==> src/hdl/rom_check_pkg.sv <==
// ==========================================================================
// Shared constants, state types and multi-bit boolean codes for the boot
// image checker. Modules pull these in with a wildcard import
// ==========================================================================

package rom_check_pkg;

  // Image geometry
  localparam int MemWords = 64;
  localparam int MemAw    = 6;

  // Top words of the image hold the expected digest
  localparam int DigestWords = 2;
  localparam int DataWords   = MemWords - DigestWords;

  // Width of the comparator word counter
  localparam int DigestAw = (DigestWords > 1) ? $clog2(DigestWords) : 1;

  // Lane initial values and lane A rotate amount
  localparam logic [31:0] DigestIvA = 32'h6A09E667;
  localparam logic [31:0] DigestIvB = 32'hBB67AE85;
  localparam int          DigestRot = 5;

  // 4-bit multi-bit boolean, any code other than true counts as not true
  typedef logic [3:0] mubi4_t;
  localparam mubi4_t MuBi4True  = 4'h6;
  localparam mubi4_t MuBi4False = 4'h9;

  // Check sequencer states
  typedef enum logic [2:0] {
    SeqIdle,
    SeqSweep,
    SeqExpect,
    SeqCompare,
    SeqDone
  } seq_state_e;

  // Comparator states, sparse so that single bit flips land in no valid state
  // Minimum Hamming distance between codes is 3
  typedef enum logic [4:0] {
    CmpWaiting  = 5'b00100,
    CmpChecking = 5'b10010,
    CmpDone     = 5'b11001
  } cmp_state_e;

endpackage

==> src/hdl/digest_compare.sv <==
// ==========================================================================
// Word-by-word digest comparator with consistency checks on its own FSM and
// counter. Reports a done level, a multi-bit good value and an alert
// ==========================================================================

`timescale 1ns/1ps

module digest_compare
  import rom_check_pkg::*;
(
  input  logic        clk_i,
  input  logic        rst_ni,
  input  logic        start_i,
  output logic        done_o,
  output mubi4_t      good_o,
  // Word 0 in the low bits of both digests
  input  logic [63:0] digest_i,
  input  logic [63:0] exp_digest_i,
  output logic        alert_o
);

  localparam logic [DigestAw-1:0] LastIdx = DigestAw'(DigestWords - 1);

  cmp_state_e state_q, state_d;

  logic [DigestAw-1:0] idx_q;
  logic                idx_incr;
  logic                matches_q;
  logic [31:0]         digest_word, exp_word;
  mubi4_t              good_q;

  logic fsm_alert;
  logic start_alert;
  logic wait_idx_alert;
  logic done_idx_alert;

  // Waiting until started, Checking walks the words, Done is final
  always_comb begin
    state_d   = state_q;
    fsm_alert = 1'b0;
    case (state_q)
      CmpWaiting: begin
        if (start_i) state_d = CmpChecking;
      end
      CmpChecking: begin
        if (idx_q == LastIdx) state_d = CmpDone;
      end
      CmpDone: begin
        // Stays here
      end
      default: fsm_alert = 1'b1;
    endcase
  end

  // Counter moves only in Checking and parks on the last word
  assign idx_incr = (state_q == CmpChecking) && (idx_q != LastIdx);

  // Word under comparison
  assign digest_word = digest_i[idx_q*32 +: 32];
  assign exp_word    = exp_digest_i[idx_q*32 +: 32];

  always_ff @(posedge clk_i or negedge rst_ni) begin
    if (!rst_ni) begin
      state_q   <= CmpWaiting;
      idx_q     <= '0;
      matches_q <= 1'b1;
      good_q    <= MuBi4False;
    end else begin
      state_q <= state_d;
      if (idx_incr) begin
        idx_q <= idx_q + 1'b1;
      end
      // Sticky match, one mismatch fails the check
      if (state_q == CmpChecking) begin
        matches_q <= matches_q && (digest_word == exp_word);
      end
      // Good only once the walk has finished
      good_q <= ((state_q == CmpDone) && matches_q) ? MuBi4True : MuBi4False;
    end
  end

  assign done_o = (state_q == CmpDone);
  assign good_o = good_q;

  // Start is only legal while waiting
  assign start_alert    = start_i && (state_q != CmpWaiting);
  // Counter has to sit at zero before the walk
  assign wait_idx_alert = (state_q == CmpWaiting) && (idx_q != '0);
  // And at the last word once done
  assign done_idx_alert = (state_q == CmpDone) && (idx_q != LastIdx);

  assign alert_o = fsm_alert | start_alert | wait_idx_alert | done_idx_alert;

endmodule

==> src/hdl/digest_engine.sv <==
// ==========================================================================
// Two-lane digest accumulator, takes one word per strobe and presents the
// running digest with lane A in the low word
// ==========================================================================

`timescale 1ns/1ps

module digest_engine
  import rom_check_pkg::*;
(
  input  logic        clk_i,
  input  logic        rst_ni,
  // Restart from the IVs
  input  logic        clear_i,
  // One data word per strobe
  input  logic        word_valid_i,
  input  logic [31:0] word_i,
  // Running digest, word 0 is lane A
  output logic [63:0] digest_o
);

  logic [31:0] lane_a_q, lane_b_q;
  logic [31:0] lane_a_rot;
  logic [31:0] lane_a_d, lane_b_d;

  // Lane A rotated left
  assign lane_a_rot = (lane_a_q << DigestRot) | (lane_a_q >> (32 - DigestRot));

  // Mixing rule
  // Lane A takes the rotated value xored with the word
  assign lane_a_d = lane_a_rot ^ word_i;
  // Lane B accumulates the new lane A, wrapping at 2^32
  assign lane_b_d = lane_b_q + lane_a_d;

  always_ff @(posedge clk_i or negedge rst_ni) begin
    if (!rst_ni) begin
      lane_a_q <= DigestIvA;
      lane_b_q <= DigestIvB;
    end else if (clear_i) begin
      // Clear wins over a word in the same cycle
      lane_a_q <= DigestIvA;
      lane_b_q <= DigestIvB;
    end else if (word_valid_i) begin
      lane_a_q <= lane_a_d;
      lane_b_q <= lane_b_d;
    end
  end

  // Lane A in the least significant word
  assign digest_o = {lane_b_q, lane_a_q};

endmodule

==> src/hdl/image_mem.sv <==
// ==========================================================================
// Image storage, 64 words of 32 bits, one write port and a registered read
// ==========================================================================

`timescale 1ns/1ps

module image_mem
  import rom_check_pkg::*;
(
  input  logic             clk_i,
  input  logic             rst_ni,
  // Write port from the gated loader
  input  logic             we_i,
  input  logic [MemAw-1:0] waddr_i,
  input  logic [31:0]      wdata_i,
  // Read port, data one cycle after re_i
  input  logic             re_i,
  input  logic [MemAw-1:0] raddr_i,
  output logic [31:0]      rdata_o
);

  // Register array
  logic [31:0] mem_q [MemWords];

  // Write side
  always_ff @(posedge clk_i) begin
    if (we_i) begin
      mem_q[waddr_i] <= wdata_i;
    end
  end

  // Read register holds its value between reads
  // Cleared on reset so the output is defined before the first read
  always_ff @(posedge clk_i or negedge rst_ni) begin
    if (!rst_ni) begin
      rdata_o <= '0;
    end else if (re_i) begin
      rdata_o <= mem_q[raddr_i];
    end
  end

endmodule

==> src/hdl/rom_check_fsm.sv <==
// ==========================================================================
// Check sequencer, sweeps the data words into the digest engine, latches the
// expected digest, starts the comparator and gates host reads on the result
// ==========================================================================

`timescale 1ns/1ps

module rom_check_fsm
  import rom_check_pkg::*;
(
  input  logic             clk_i,
  input  logic             rst_ni,
  input  logic             check_start_i,
  // Loader write gating
  input  logic             load_we_i,
  output logic             mem_we_o,
  // Memory read port
  output logic             mem_re_o,
  output logic [MemAw-1:0] mem_raddr_o,
  input  logic [31:0]      mem_rdata_i,
  // Digest engine control
  output logic             eng_clear_o,
  output logic             eng_valid_o,
  // Comparator side
  output logic [63:0]      exp_digest_o,
  output logic             cmp_start_o,
  input  logic             cmp_done_i,
  input  mubi4_t           cmp_good_i,
  // Host read port
  input  logic             bus_req_i,
  input  logic [MemAw-1:0] bus_addr_i,
  output logic             bus_rvalid_o,
  output logic [31:0]      bus_rdata_o,
  // Start pulse outside idle
  output logic             start_alert_o
);

  seq_state_e state_q, state_d;

  logic [MemAw-1:0] addr_q;
  logic             seq_rd;
  logic             host_ok;
  logic             last_data, last_word;

  // Read pipeline tags, one cycle behind the memory address
  logic             sweep_rd_q;
  logic             exp_rd_q;
  logic             exp_sel_q;
  logic             bus_rd_q;
  logic             cmp_start_q;
  logic             release_q;

  logic [63:0]      exp_q;

  assign last_data = (addr_q == MemAw'(DataWords - 1));
  assign last_word = (addr_q == MemAw'(MemWords - 1));

  // Sequencer owns the read port while sweeping and latching
  assign seq_rd  = (state_q == SeqSweep) || (state_q == SeqExpect);
  // Host only gets the port when the sequencer is parked
  assign host_ok = (state_q == SeqIdle) || (state_q == SeqDone);

  always_comb begin
    state_d = state_q;
    case (state_q)
      SeqIdle: begin
        if (check_start_i) state_d = SeqSweep;
      end
      SeqSweep: begin
        if (last_data) state_d = SeqExpect;
      end
      SeqExpect: begin
        // Two reads, words 62 and 63
        if (last_word) state_d = SeqCompare;
      end
      SeqCompare: begin
        if (cmp_done_i) state_d = SeqDone;
      end
      SeqDone: begin
        // Terminal until reset
      end
      default: state_d = SeqIdle;
    endcase
  end

  always_ff @(posedge clk_i or negedge rst_ni) begin
    if (!rst_ni) begin
      state_q     <= SeqIdle;
      addr_q      <= '0;
      sweep_rd_q  <= 1'b0;
      exp_rd_q    <= 1'b0;
      exp_sel_q   <= 1'b0;
      bus_rd_q    <= 1'b0;
      cmp_start_q <= 1'b0;
      release_q   <= 1'b0;
    end else begin
      state_q <= state_d;
      // Address restarts at word 0 on a fresh check
      if (state_q == SeqIdle) begin
        addr_q <= '0;
      end else if (seq_rd) begin
        addr_q <= addr_q + 1'b1;
      end
      sweep_rd_q  <= (state_q == SeqSweep);
      exp_rd_q    <= (state_q == SeqExpect);
      exp_sel_q   <= last_word;
      bus_rd_q    <= bus_req_i;
      // Single start pulse on entry to SeqCompare
      cmp_start_q <= (state_q == SeqExpect) && last_word;
      // Host data released the cycle after entering SeqDone
      release_q   <= (state_q == SeqDone) && (cmp_good_i == MuBi4True);
    end
  end

  // Expected digest words, 62 goes to word 0 and 63 to word 1
  always_ff @(posedge clk_i) begin
    if (exp_rd_q) begin
      if (exp_sel_q) begin
        exp_q[63:32] <= mem_rdata_i;
      end else begin
        exp_q[31:0] <= mem_rdata_i;
      end
    end
  end

  assign exp_digest_o = exp_q;
  assign cmp_start_o  = cmp_start_q;

  // Loads only land while idle
  assign mem_we_o = load_we_i && (state_q == SeqIdle);

  // Read address mux between sweep and host
  assign mem_re_o    = seq_rd || (bus_req_i && host_ok);
  assign mem_raddr_o = seq_rd ? addr_q : bus_addr_i;

  // Engine restarts on the accepted start and takes data a cycle after each read
  assign eng_clear_o = (state_q == SeqIdle) && check_start_i;
  assign eng_valid_o = sweep_rd_q;

  // Every request answers, data is zero unless the image passed
  assign bus_rvalid_o = bus_rd_q;
  assign bus_rdata_o  = (bus_rd_q && release_q) ? mem_rdata_i : '0;

  assign start_alert_o = check_start_i && (state_q != SeqIdle);

endmodule

==> src/hdl/rom_check_top.sv <==
// ==========================================================================
// Boot image checker top, ties the image memory, digest engine, sequencer
// and comparator together
// ==========================================================================

`timescale 1ns/1ps

module rom_check_top
  import rom_check_pkg::*;
(
  input  logic             clk_i,
  input  logic             rst_ni,
  // Loader
  input  logic             load_we_i,
  input  logic [MemAw-1:0] load_addr_i,
  input  logic [31:0]      load_data_i,
  // Check control and result
  input  logic             check_start_i,
  output logic             check_done_o,
  output mubi4_t           check_good_o,
  output logic             alert_o,
  // Host read port
  input  logic             bus_req_i,
  input  logic [MemAw-1:0] bus_addr_i,
  output logic             bus_rvalid_o,
  output logic [31:0]      bus_rdata_o
);

  // Memory
  logic             mem_we;
  logic             mem_re;
  logic [MemAw-1:0] mem_raddr;
  logic [31:0]      mem_rdata;

  // Engine
  logic             eng_clear;
  logic             eng_valid;
  logic [63:0]      digest;

  // Comparator
  logic [63:0]      exp_digest;
  logic             cmp_start;
  logic             cmp_done;
  mubi4_t           cmp_good;
  logic             cmp_alert;
  logic             start_alert;

  image_mem i_image_mem (
    .clk_i   (clk_i),
    .rst_ni  (rst_ni),
    .we_i    (mem_we),
    .waddr_i (load_addr_i),
    .wdata_i (load_data_i),
    .re_i    (mem_re),
    .raddr_i (mem_raddr),
    .rdata_o (mem_rdata)
  );

  // Engine sees the memory data directly, the strobe says when it counts
  digest_engine i_digest_engine (
    .clk_i        (clk_i),
    .rst_ni       (rst_ni),
    .clear_i      (eng_clear),
    .word_valid_i (eng_valid),
    .word_i       (mem_rdata),
    .digest_o     (digest)
  );

  rom_check_fsm i_rom_check_fsm (
    .clk_i         (clk_i),
    .rst_ni        (rst_ni),
    .check_start_i (check_start_i),
    .load_we_i     (load_we_i),
    .mem_we_o      (mem_we),
    .mem_re_o      (mem_re),
    .mem_raddr_o   (mem_raddr),
    .mem_rdata_i   (mem_rdata),
    .eng_clear_o   (eng_clear),
    .eng_valid_o   (eng_valid),
    .exp_digest_o  (exp_digest),
    .cmp_start_o   (cmp_start),
    .cmp_done_i    (cmp_done),
    .cmp_good_i    (cmp_good),
    .bus_req_i     (bus_req_i),
    .bus_addr_i    (bus_addr_i),
    .bus_rvalid_o  (bus_rvalid_o),
    .bus_rdata_o   (bus_rdata_o),
    .start_alert_o (start_alert)
  );

  digest_compare i_digest_compare (
    .clk_i        (clk_i),
    .rst_ni       (rst_ni),
    .start_i      (cmp_start),
    .done_o       (cmp_done),
    .good_o       (cmp_good),
    .digest_i     (digest),
    .exp_digest_i (exp_digest),
    .alert_o      (cmp_alert)
  );

  assign check_done_o = cmp_done;
  assign check_good_o = cmp_good;

  // Either misuse of start or a comparator consistency failure
  assign alert_o = start_alert | cmp_alert;

endmodule

==> config.mk <==
export PLATFORM = sky130hd
export DESIGN_NAME = rom_check_top
export DESIGN_NICKNAME = d
export VERILOG_FILES = /design/src/hdl/rom_check_pkg.sv /design/src/hdl/digest_compare.sv /design/src/hdl/digest_engine.sv /design/src/hdl/image_mem.sv /design/src/hdl/rom_check_fsm.sv /design/src/hdl/rom_check_top.sv
export SDC_FILE = /design/constraint.sdc
export NUM_CORES = 2
export LEC_CHECK = 0
export BUFFER_PORTS_ARGS = -buffer_cell sky130_fd_sc_hd__clkbuf_2
export CAP_MARGIN = 40
export CORE_UTILIZATION = 54
export CTS_CLUSTER_DIAMETER = 40
export CTS_CLUSTER_SIZE = 24
export DETAILED_ROUTE_END_ITERATION = 10
export PLACE_DENSITY = 0.7
export SYNTH_ARGS = -nofsm -noshare
export SYNTH_HDL_FRONTEND = slang
export SYNTH_HIERARCHICAL = 1
export SYNTH_SLANG_ARGS = --single-unit
==> constraint.sdc <==
create_clock -name clk_i -period 4.9 [get_ports clk_i]
set_input_delay 0.245 -clock clk_i [delete_from_list [all_inputs] [get_ports clk_i]]
set_output_delay 0.245 -clock clk_i [all_outputs]
set_load 0.01 [all_outputs]
Yosys cells after proc, flatten, opt, wreduce, memory -nomap -nowiden
Memories as Yosys holds them, arrays and structs flattened. A register that Yosys moved wholly into a read port is not among the register bits.
Index checks and enable logic that the tools add are counted.
Operators by class
  reductions and logical operators: 27
  equality and inequality tests: 18
  multiplexer cells: 20
  magnitude comparators: 0
  add/sub/neg operators: 3
  $mul: 0
  div/mod/pow operators: 0
  shift-type cells: 2
  bitwise logic cells: 9
Operators by type and width (count)
  $mux W32: 5
  $shiftx A64 B7 Y32: 2
  $add A32 B32 Y32: 1
  $eq A32 B32 Y1: 1
  $or A32 B5 Y32: 1
  $xor A32 B32 Y32: 1
  $mux W6: 3
  $pmux W3 S5: 1
  $logic_and A1 B1 Y1: 13
  $eq A6 B6 Y1 const B: 2
  $mux W3: 4
  $eq A5 B5 Y1 const B: 2
  $mux W5: 2
  $pmux W5 S2: 1
  $add A6 B1 Y6 const B: 1
  $eq A3 B2 Y1 const B: 2
  $ne A2 B1 Y1 const B: 3
  $ne A2 B2 Y1 const B: 3
  $reduce_bool A2 Y1: 3
  $eq A5 B3 Y1 const B: 1
  $ne A5 B3 Y1 const B: 1
  $reduce_and A5 Y1: 1
  $eq A4 B3 Y1 const B: 1
  $mux W4: 1
  13 further kinds: 23
Word-level totals
  output and inout bits: 39
  memories: 1
  bits in read-only memories: 0
  input bits: 49
  bits in latches: 0
  memory bits (writable): 2048
  register bits after elaboration: 154
  word-level logic and storage cells: 96
Memory list
  i_image_mem.mem_q: depth 64, bits a word 32, read ports 1, clocked after Yosys merged registers in 1, write ports 1, RTL line image_mem.sv:23  | logic [31:0] mem_q [MemWords];

Longest topological paths before layout
  word-level depth: 7
  depth in mapped cells: 14
  depth with buffers taken out: 12

Modules after synthesis
The synthesis kept the hierarchy.
Modules (own cells, without submodules)
  image_mem: cells an instance 3843, times used 1, area an instance 79990.5 um^2, seq. area each 62299.8 um^2
  digest_engine: cells an instance 507, times used 1, area an instance 4581.9 um^2, seq. area each 1645.3 um^2
  rom_check_fsm: cells an instance 184, times used 1, area an instance 2977.9 um^2, seq. area each 2297.2 um^2
  digest_compare: cells an instance 120, times used 1, area an instance 1077.3 um^2, seq. area each 203.9 um^2
  rom_check_top: cells an instance 1, times used 1, area an instance 6.3 um^2, seq. area each 0.0 um^2

Worst setup path after synthesis
No wires, ideal clock.
  kind: reg-to-reg
  start: register i_rom_check_fsm.state_q[2]
  end: memory i_image_mem.mem_q[48][0], enable pin
  period minus slack after synthesis: 4362 ps
  arrival time: 3901 ps
  library setup time: 461 ps
  path buffers: 1
  setup slack: 538 ps
  cell stages (with the launch flop): 7
  data required time: 4439 ps
  cell sequence: dfrtp_1 > clkbuf_1 > nor3_1 > and2_1 > nand3_1 > or3_1 > nor3_1
On the way
  cells in the longest elaborated chain, start to end: 4
RTL lines
  start: declaration: RTL line rom_check_fsm.sv:38  | seq_state_e state_q, state_d;
  start signal: assignment: RTL line rom_check_fsm.sv:88  | state_q <= SeqIdle;
  start signal: assignment: RTL line rom_check_fsm.sv:97  | state_q <= state_d;
  $logic_not A3 Y1: RTL line rom_check_fsm.sv:130  | assign mem_we_o = load_we_i && (state_q == SeqIdle);
  $logic_and A1 B1 Y1: RTL line rom_check_fsm.sv:130
  net mem_we: RTL line rom_check_top.sv:30  | logic mem_we;
  $mux W1: RTL line image_mem.sv:27  | if (we_i) begin
  $mux W1 (not written as such): RTL line image_mem.sv:28  | mem_q[waddr_i] <= wdata_i;
  end: declaration: RTL line image_mem.sv:23
The timed path passes the listed nets, and every way through them passes these cells.

Final worst setup path
  start: register i_rom_check_fsm.state_q[0]
  end: register i_image_mem.rdata_o[14] (read register of i_image_mem.mem_q)
On the way
  elaborated cells on any way between the ends: 9
  those cells by class: eq/ne (3); mux (1); reduce/logical (5)
RTL lines
  $eq A3 B1 Y1 / $eq A3 B2 Y1 (equally long branches): RTL line rom_check_fsm.sv:59  | assign seq_rd = (state_q == SeqSweep) || (state_q == SeqExpect);
  $logic_or A1 B1 Y1 *: RTL line rom_check_fsm.sv:59
  $mux W6 *: RTL line rom_check_fsm.sv:134  | assign mem_raddr_o = seq_rd ? addr_q : bus_addr_i;
  net mem_raddr[2]: RTL line rom_check_top.sv:32  | logic [MemAw-1:0] mem_raddr;
  end: declaration: RTL line image_mem.sv:19  | output logic [31:0] rdata_o
Mark *: on every way through the listed nets, which the timed path passes. The rest lies on a longest branch.
A chain may end at the register's enable or synchronous reset.

==> summary.txt <==
Finish
  – Layout cells sized above 1: 0.269
  – # fillers: 10900
  – Commonest non-fill, non-tap cell in the layout: edfxtp_1
  – Nets: 5163
  – Layout Area Growth over Synthesis: 16.6%
  – Post-Layout Cell Count: 7464
  – Most frequent cells in the layout: edfxtp_1, mux4_2, mux2i_1, clkbuf_16, nor2_1

STA
  – Relative slew margins: 0.348
  – Final setup fails: 0
  – Least-Margin Pin Slew: 0.970 ns
  – Final critical-path share of the clock period: 0.895
  – RSZ-0062 raised after global routing: no
  – Post-route worst setup slack: 0.513 ns
  – Fin. max-slew vios: 0
  – Sum Neg Setup Slack: 0 ns
  – Tmin final: 4.39 ns
  – Clock skew: 0.0805 ns
  – F_max: 0.228 GHz
  – Final hold violation count: 0

Drt
  – Drt wl/cell: 31.6 µm
  – Initial DRC count: 6259
  – WL final: 236000 µm
  – Routed vias: 47700
  – Antenna Nets Post-Route: 0
  – DRC violations left: 0
  – First-pass DRT Iterations: 8
  – Via density per instance: 6.39

CTS
  – Root buffer cell: clkbuf_16
  – Clock sinks: 2231
  – Skew-Pair Late Insertion Delay: 0.94 ns
  – Setup bufs post-CTS: 0
  – Num CTS Buffers: 284
  – Post_cts resized: 0
  – CTS tree: done
  – H-tree depth: 5
  – Clock buffer depth: 4
  – Cts hold-fix bufs: 30
  – Clk slew on worst S/H paths: 0.07 ns

Run status
  – Status: finished clean

Global route
  – Met2 Use GR: 0.436
  – Total Routing Usage GR: 0.284
  – Initial antenna violation count: 19
  – GRT Max-Usage Layer: met2
  – First-pass GRT wire length: 336000 µm
  – Global routing met1 resource utilization: 0.400
  – GR Layer Usage met3: 0.0607
  – Vias in the first global route: 46700
  – Grt ovf: 0
  – Pin count of the biggest net entering global routing: 105

Placement
  – Place WS: 0.488 ns
  – Detailed placer's ending HPWL: 137000 µm
  – GP Congestion: 0.863
  – Dpl cells: 6932
  – IO Port Bufs: 87

Worst setup path
  – Startpoint Class: register
  – Crit Path Class: reg -> reg
  – Worst-path fanout max: 49
  – CP Capture Type: register
  – Worst Reg-to-Reg Cells: 10
  – Req. time, crit path: 5.65 ns
  – Arr. time, crit path: 5.14 ns

Yosys
  – Netlist Area Pre-Place: 88600 µm²
  – Post-synth ARST share: 0.0533
  – Yosys warnings: 6
  – Gate Count Post-Synth: 4655
  – Top FF cell, synth: edfxtp_1
  – Avg Cell Area, Syn: 19.0 µm²
  – Number of synthesized flops with an enable pin: 2112
  – FF+latch count, synth: 2231
  – Post-Syn Nets: 4743
  – Synth unique cells: 75
  – Sequential-to-total area share from yosys stat: 0.750

Power
  – Final Power: 41.8 mW
  – LEAKAGE: 34.4 nW
  – Worst vdd ir: 0.404 mV
  – Pwr/cell area: 405 nW/µm²

Die
  – # IOs: 88
  – Core area: 163000 µm²
  – Die area: 166000 µm²
  – Die Ht: 407 µm
  – Row cnt: 148
  – Die Span X: 407 µm
  – Initial Util: 0.545

Run
  – Max_cap viols: 0

Worst hold path
  – Worst hold path type: in -> async
sequential cells by signal (all words and copies together) (netlist names), 2 cells and up:
signal / cells
i_image_mem/mem_q: 2048
i_rom_check_fsm/exp_digest_o: 64
i_digest_engine/lane_a_q: 32
i_digest_engine/lane_b_q: 32
i_image_mem/rdata_o: 32
i_rom_check_fsm/addr_q: 6
i_digest_compare/state_q: 4
i_rom_check_fsm/state_q: 3
i_digest_compare/good_o: 2
cell families (layout without fill, tap and decap cells):
family / after synthesis / after routing / synth area share
xor gates and xnor gates: 124 / 124 / 0.0125
other: 0 / 6 / 0
muxes: 793 / 793 / 0.141
and+or+nand+nor: 728 / 728 / 0.0403
DFF: 2231 / 2231 / 0.750
AOI/OAI and AO/OA: 467 / 467 / 0.0352
adders and majority gates: 39 / 39 / 0.00559
buffers and inverters: 273 / 901 / 0.0159
path summary, 6_finish.rpt:
kind,endpoint,slack (ns),from
max,i_image_mem/rdata_o[14],0.51,i_rom_check_fsm/state_q[0]
max in group asynchronous,i_rom_check_fsm/eng_valid_o,4.20,rst_ni
max reg2reg,i_image_mem/rdata_o[14],0.51,i_rom_check_fsm/state_q[0]
min,i_digest_engine/lane_a_q[10],0.05,rst_ni
min reg2reg,i_digest_compare/state_q[2],0.48,i_rom_check_fsm/cmp_start_o
min in group clk_i,i_image_mem/mem_q[42][6],0.05,load_data_i[6]
routing by layer:
metal / vias up / wire length [µm]
met3: 484 / 25500
met4: 10 / 9680
met1: 24800 / 90500
met5: - / 54
li1: 19700 / -
met2: 2714 / 110000
worst max-delay path, cell delays in order, from the launching register on:
cell      delay (ns)
dfrtp_1         0.60
xnor2_4         0.17
nor2_4          0.30
mux2_8          0.55
buf_12          0.33
buf_12          0.25
buf_4           0.38
mux4_2          0.37
mux2_2          0.31
a21oi_1         0.69
o221ai_1        0.20
final cells by class:
cell class                 count  area [µm²]  share of cell area
antenna                        6        15.0            0.000145
clock buffer                 317        7440              0.0720
clock inverter               177        1900              0.0184
inverter                      15        56.3            0.000545
multi-input combinational   2151       21400               0.207
sequential                  2231       66400               0.643
tap                         2175        2720              0.0263
timing repair buffer         392        3350              0.0324
where the power goes:
group / internal [mW] / leakage, nW / switching, mW
clock: 12.2 / 4.50 / 8.33
combinational: 0.0543 / 9.59 / 0.390
sequential: 20.8 / 20.3 / 0.00169
Yosys cell counts, types with 25 or more instances:
cell type  instances  area share
mux2i_1          338       0.038
nand2_1           80      0.0034
mux4_2           353       0.090
nor2_1           324       0.014
a211oi_1          62      0.0053
edfxtp_1        2112        0.72
xnor2_1           56      0.0055
dfstp_2           38       0.011
mux2_2           101       0.013
nor2b_1          100      0.0071
ha_1              38      0.0054
o32ai_1           31      0.0031
buf_2             83      0.0047
o22ai_1           97      0.0068
and3_1            32      0.0023
o221ai_1          35      0.0035
dfrtp_1           81       0.023
nor4_1            71      0.0050
clkbuf_1         114      0.0048
xor2_1            67      0.0066
a21oi_1          147      0.0083
nor3_1            25      0.0014
stage by stage:
stage / util / hold slack, ns / instance area [µm²]
floorplan: - / -0.0506 / 88600
finish: 0.635 / 0.0459 / 103000
global placement: 0.574 / 0.351 / 93400
detailed placement: 0.575 / 0.348 / 93700
global route: 0.635 / 0.0316 / 103000
CTS: 0.635 / 0.00823 / 103000
(Power assumes the default switching activity.)
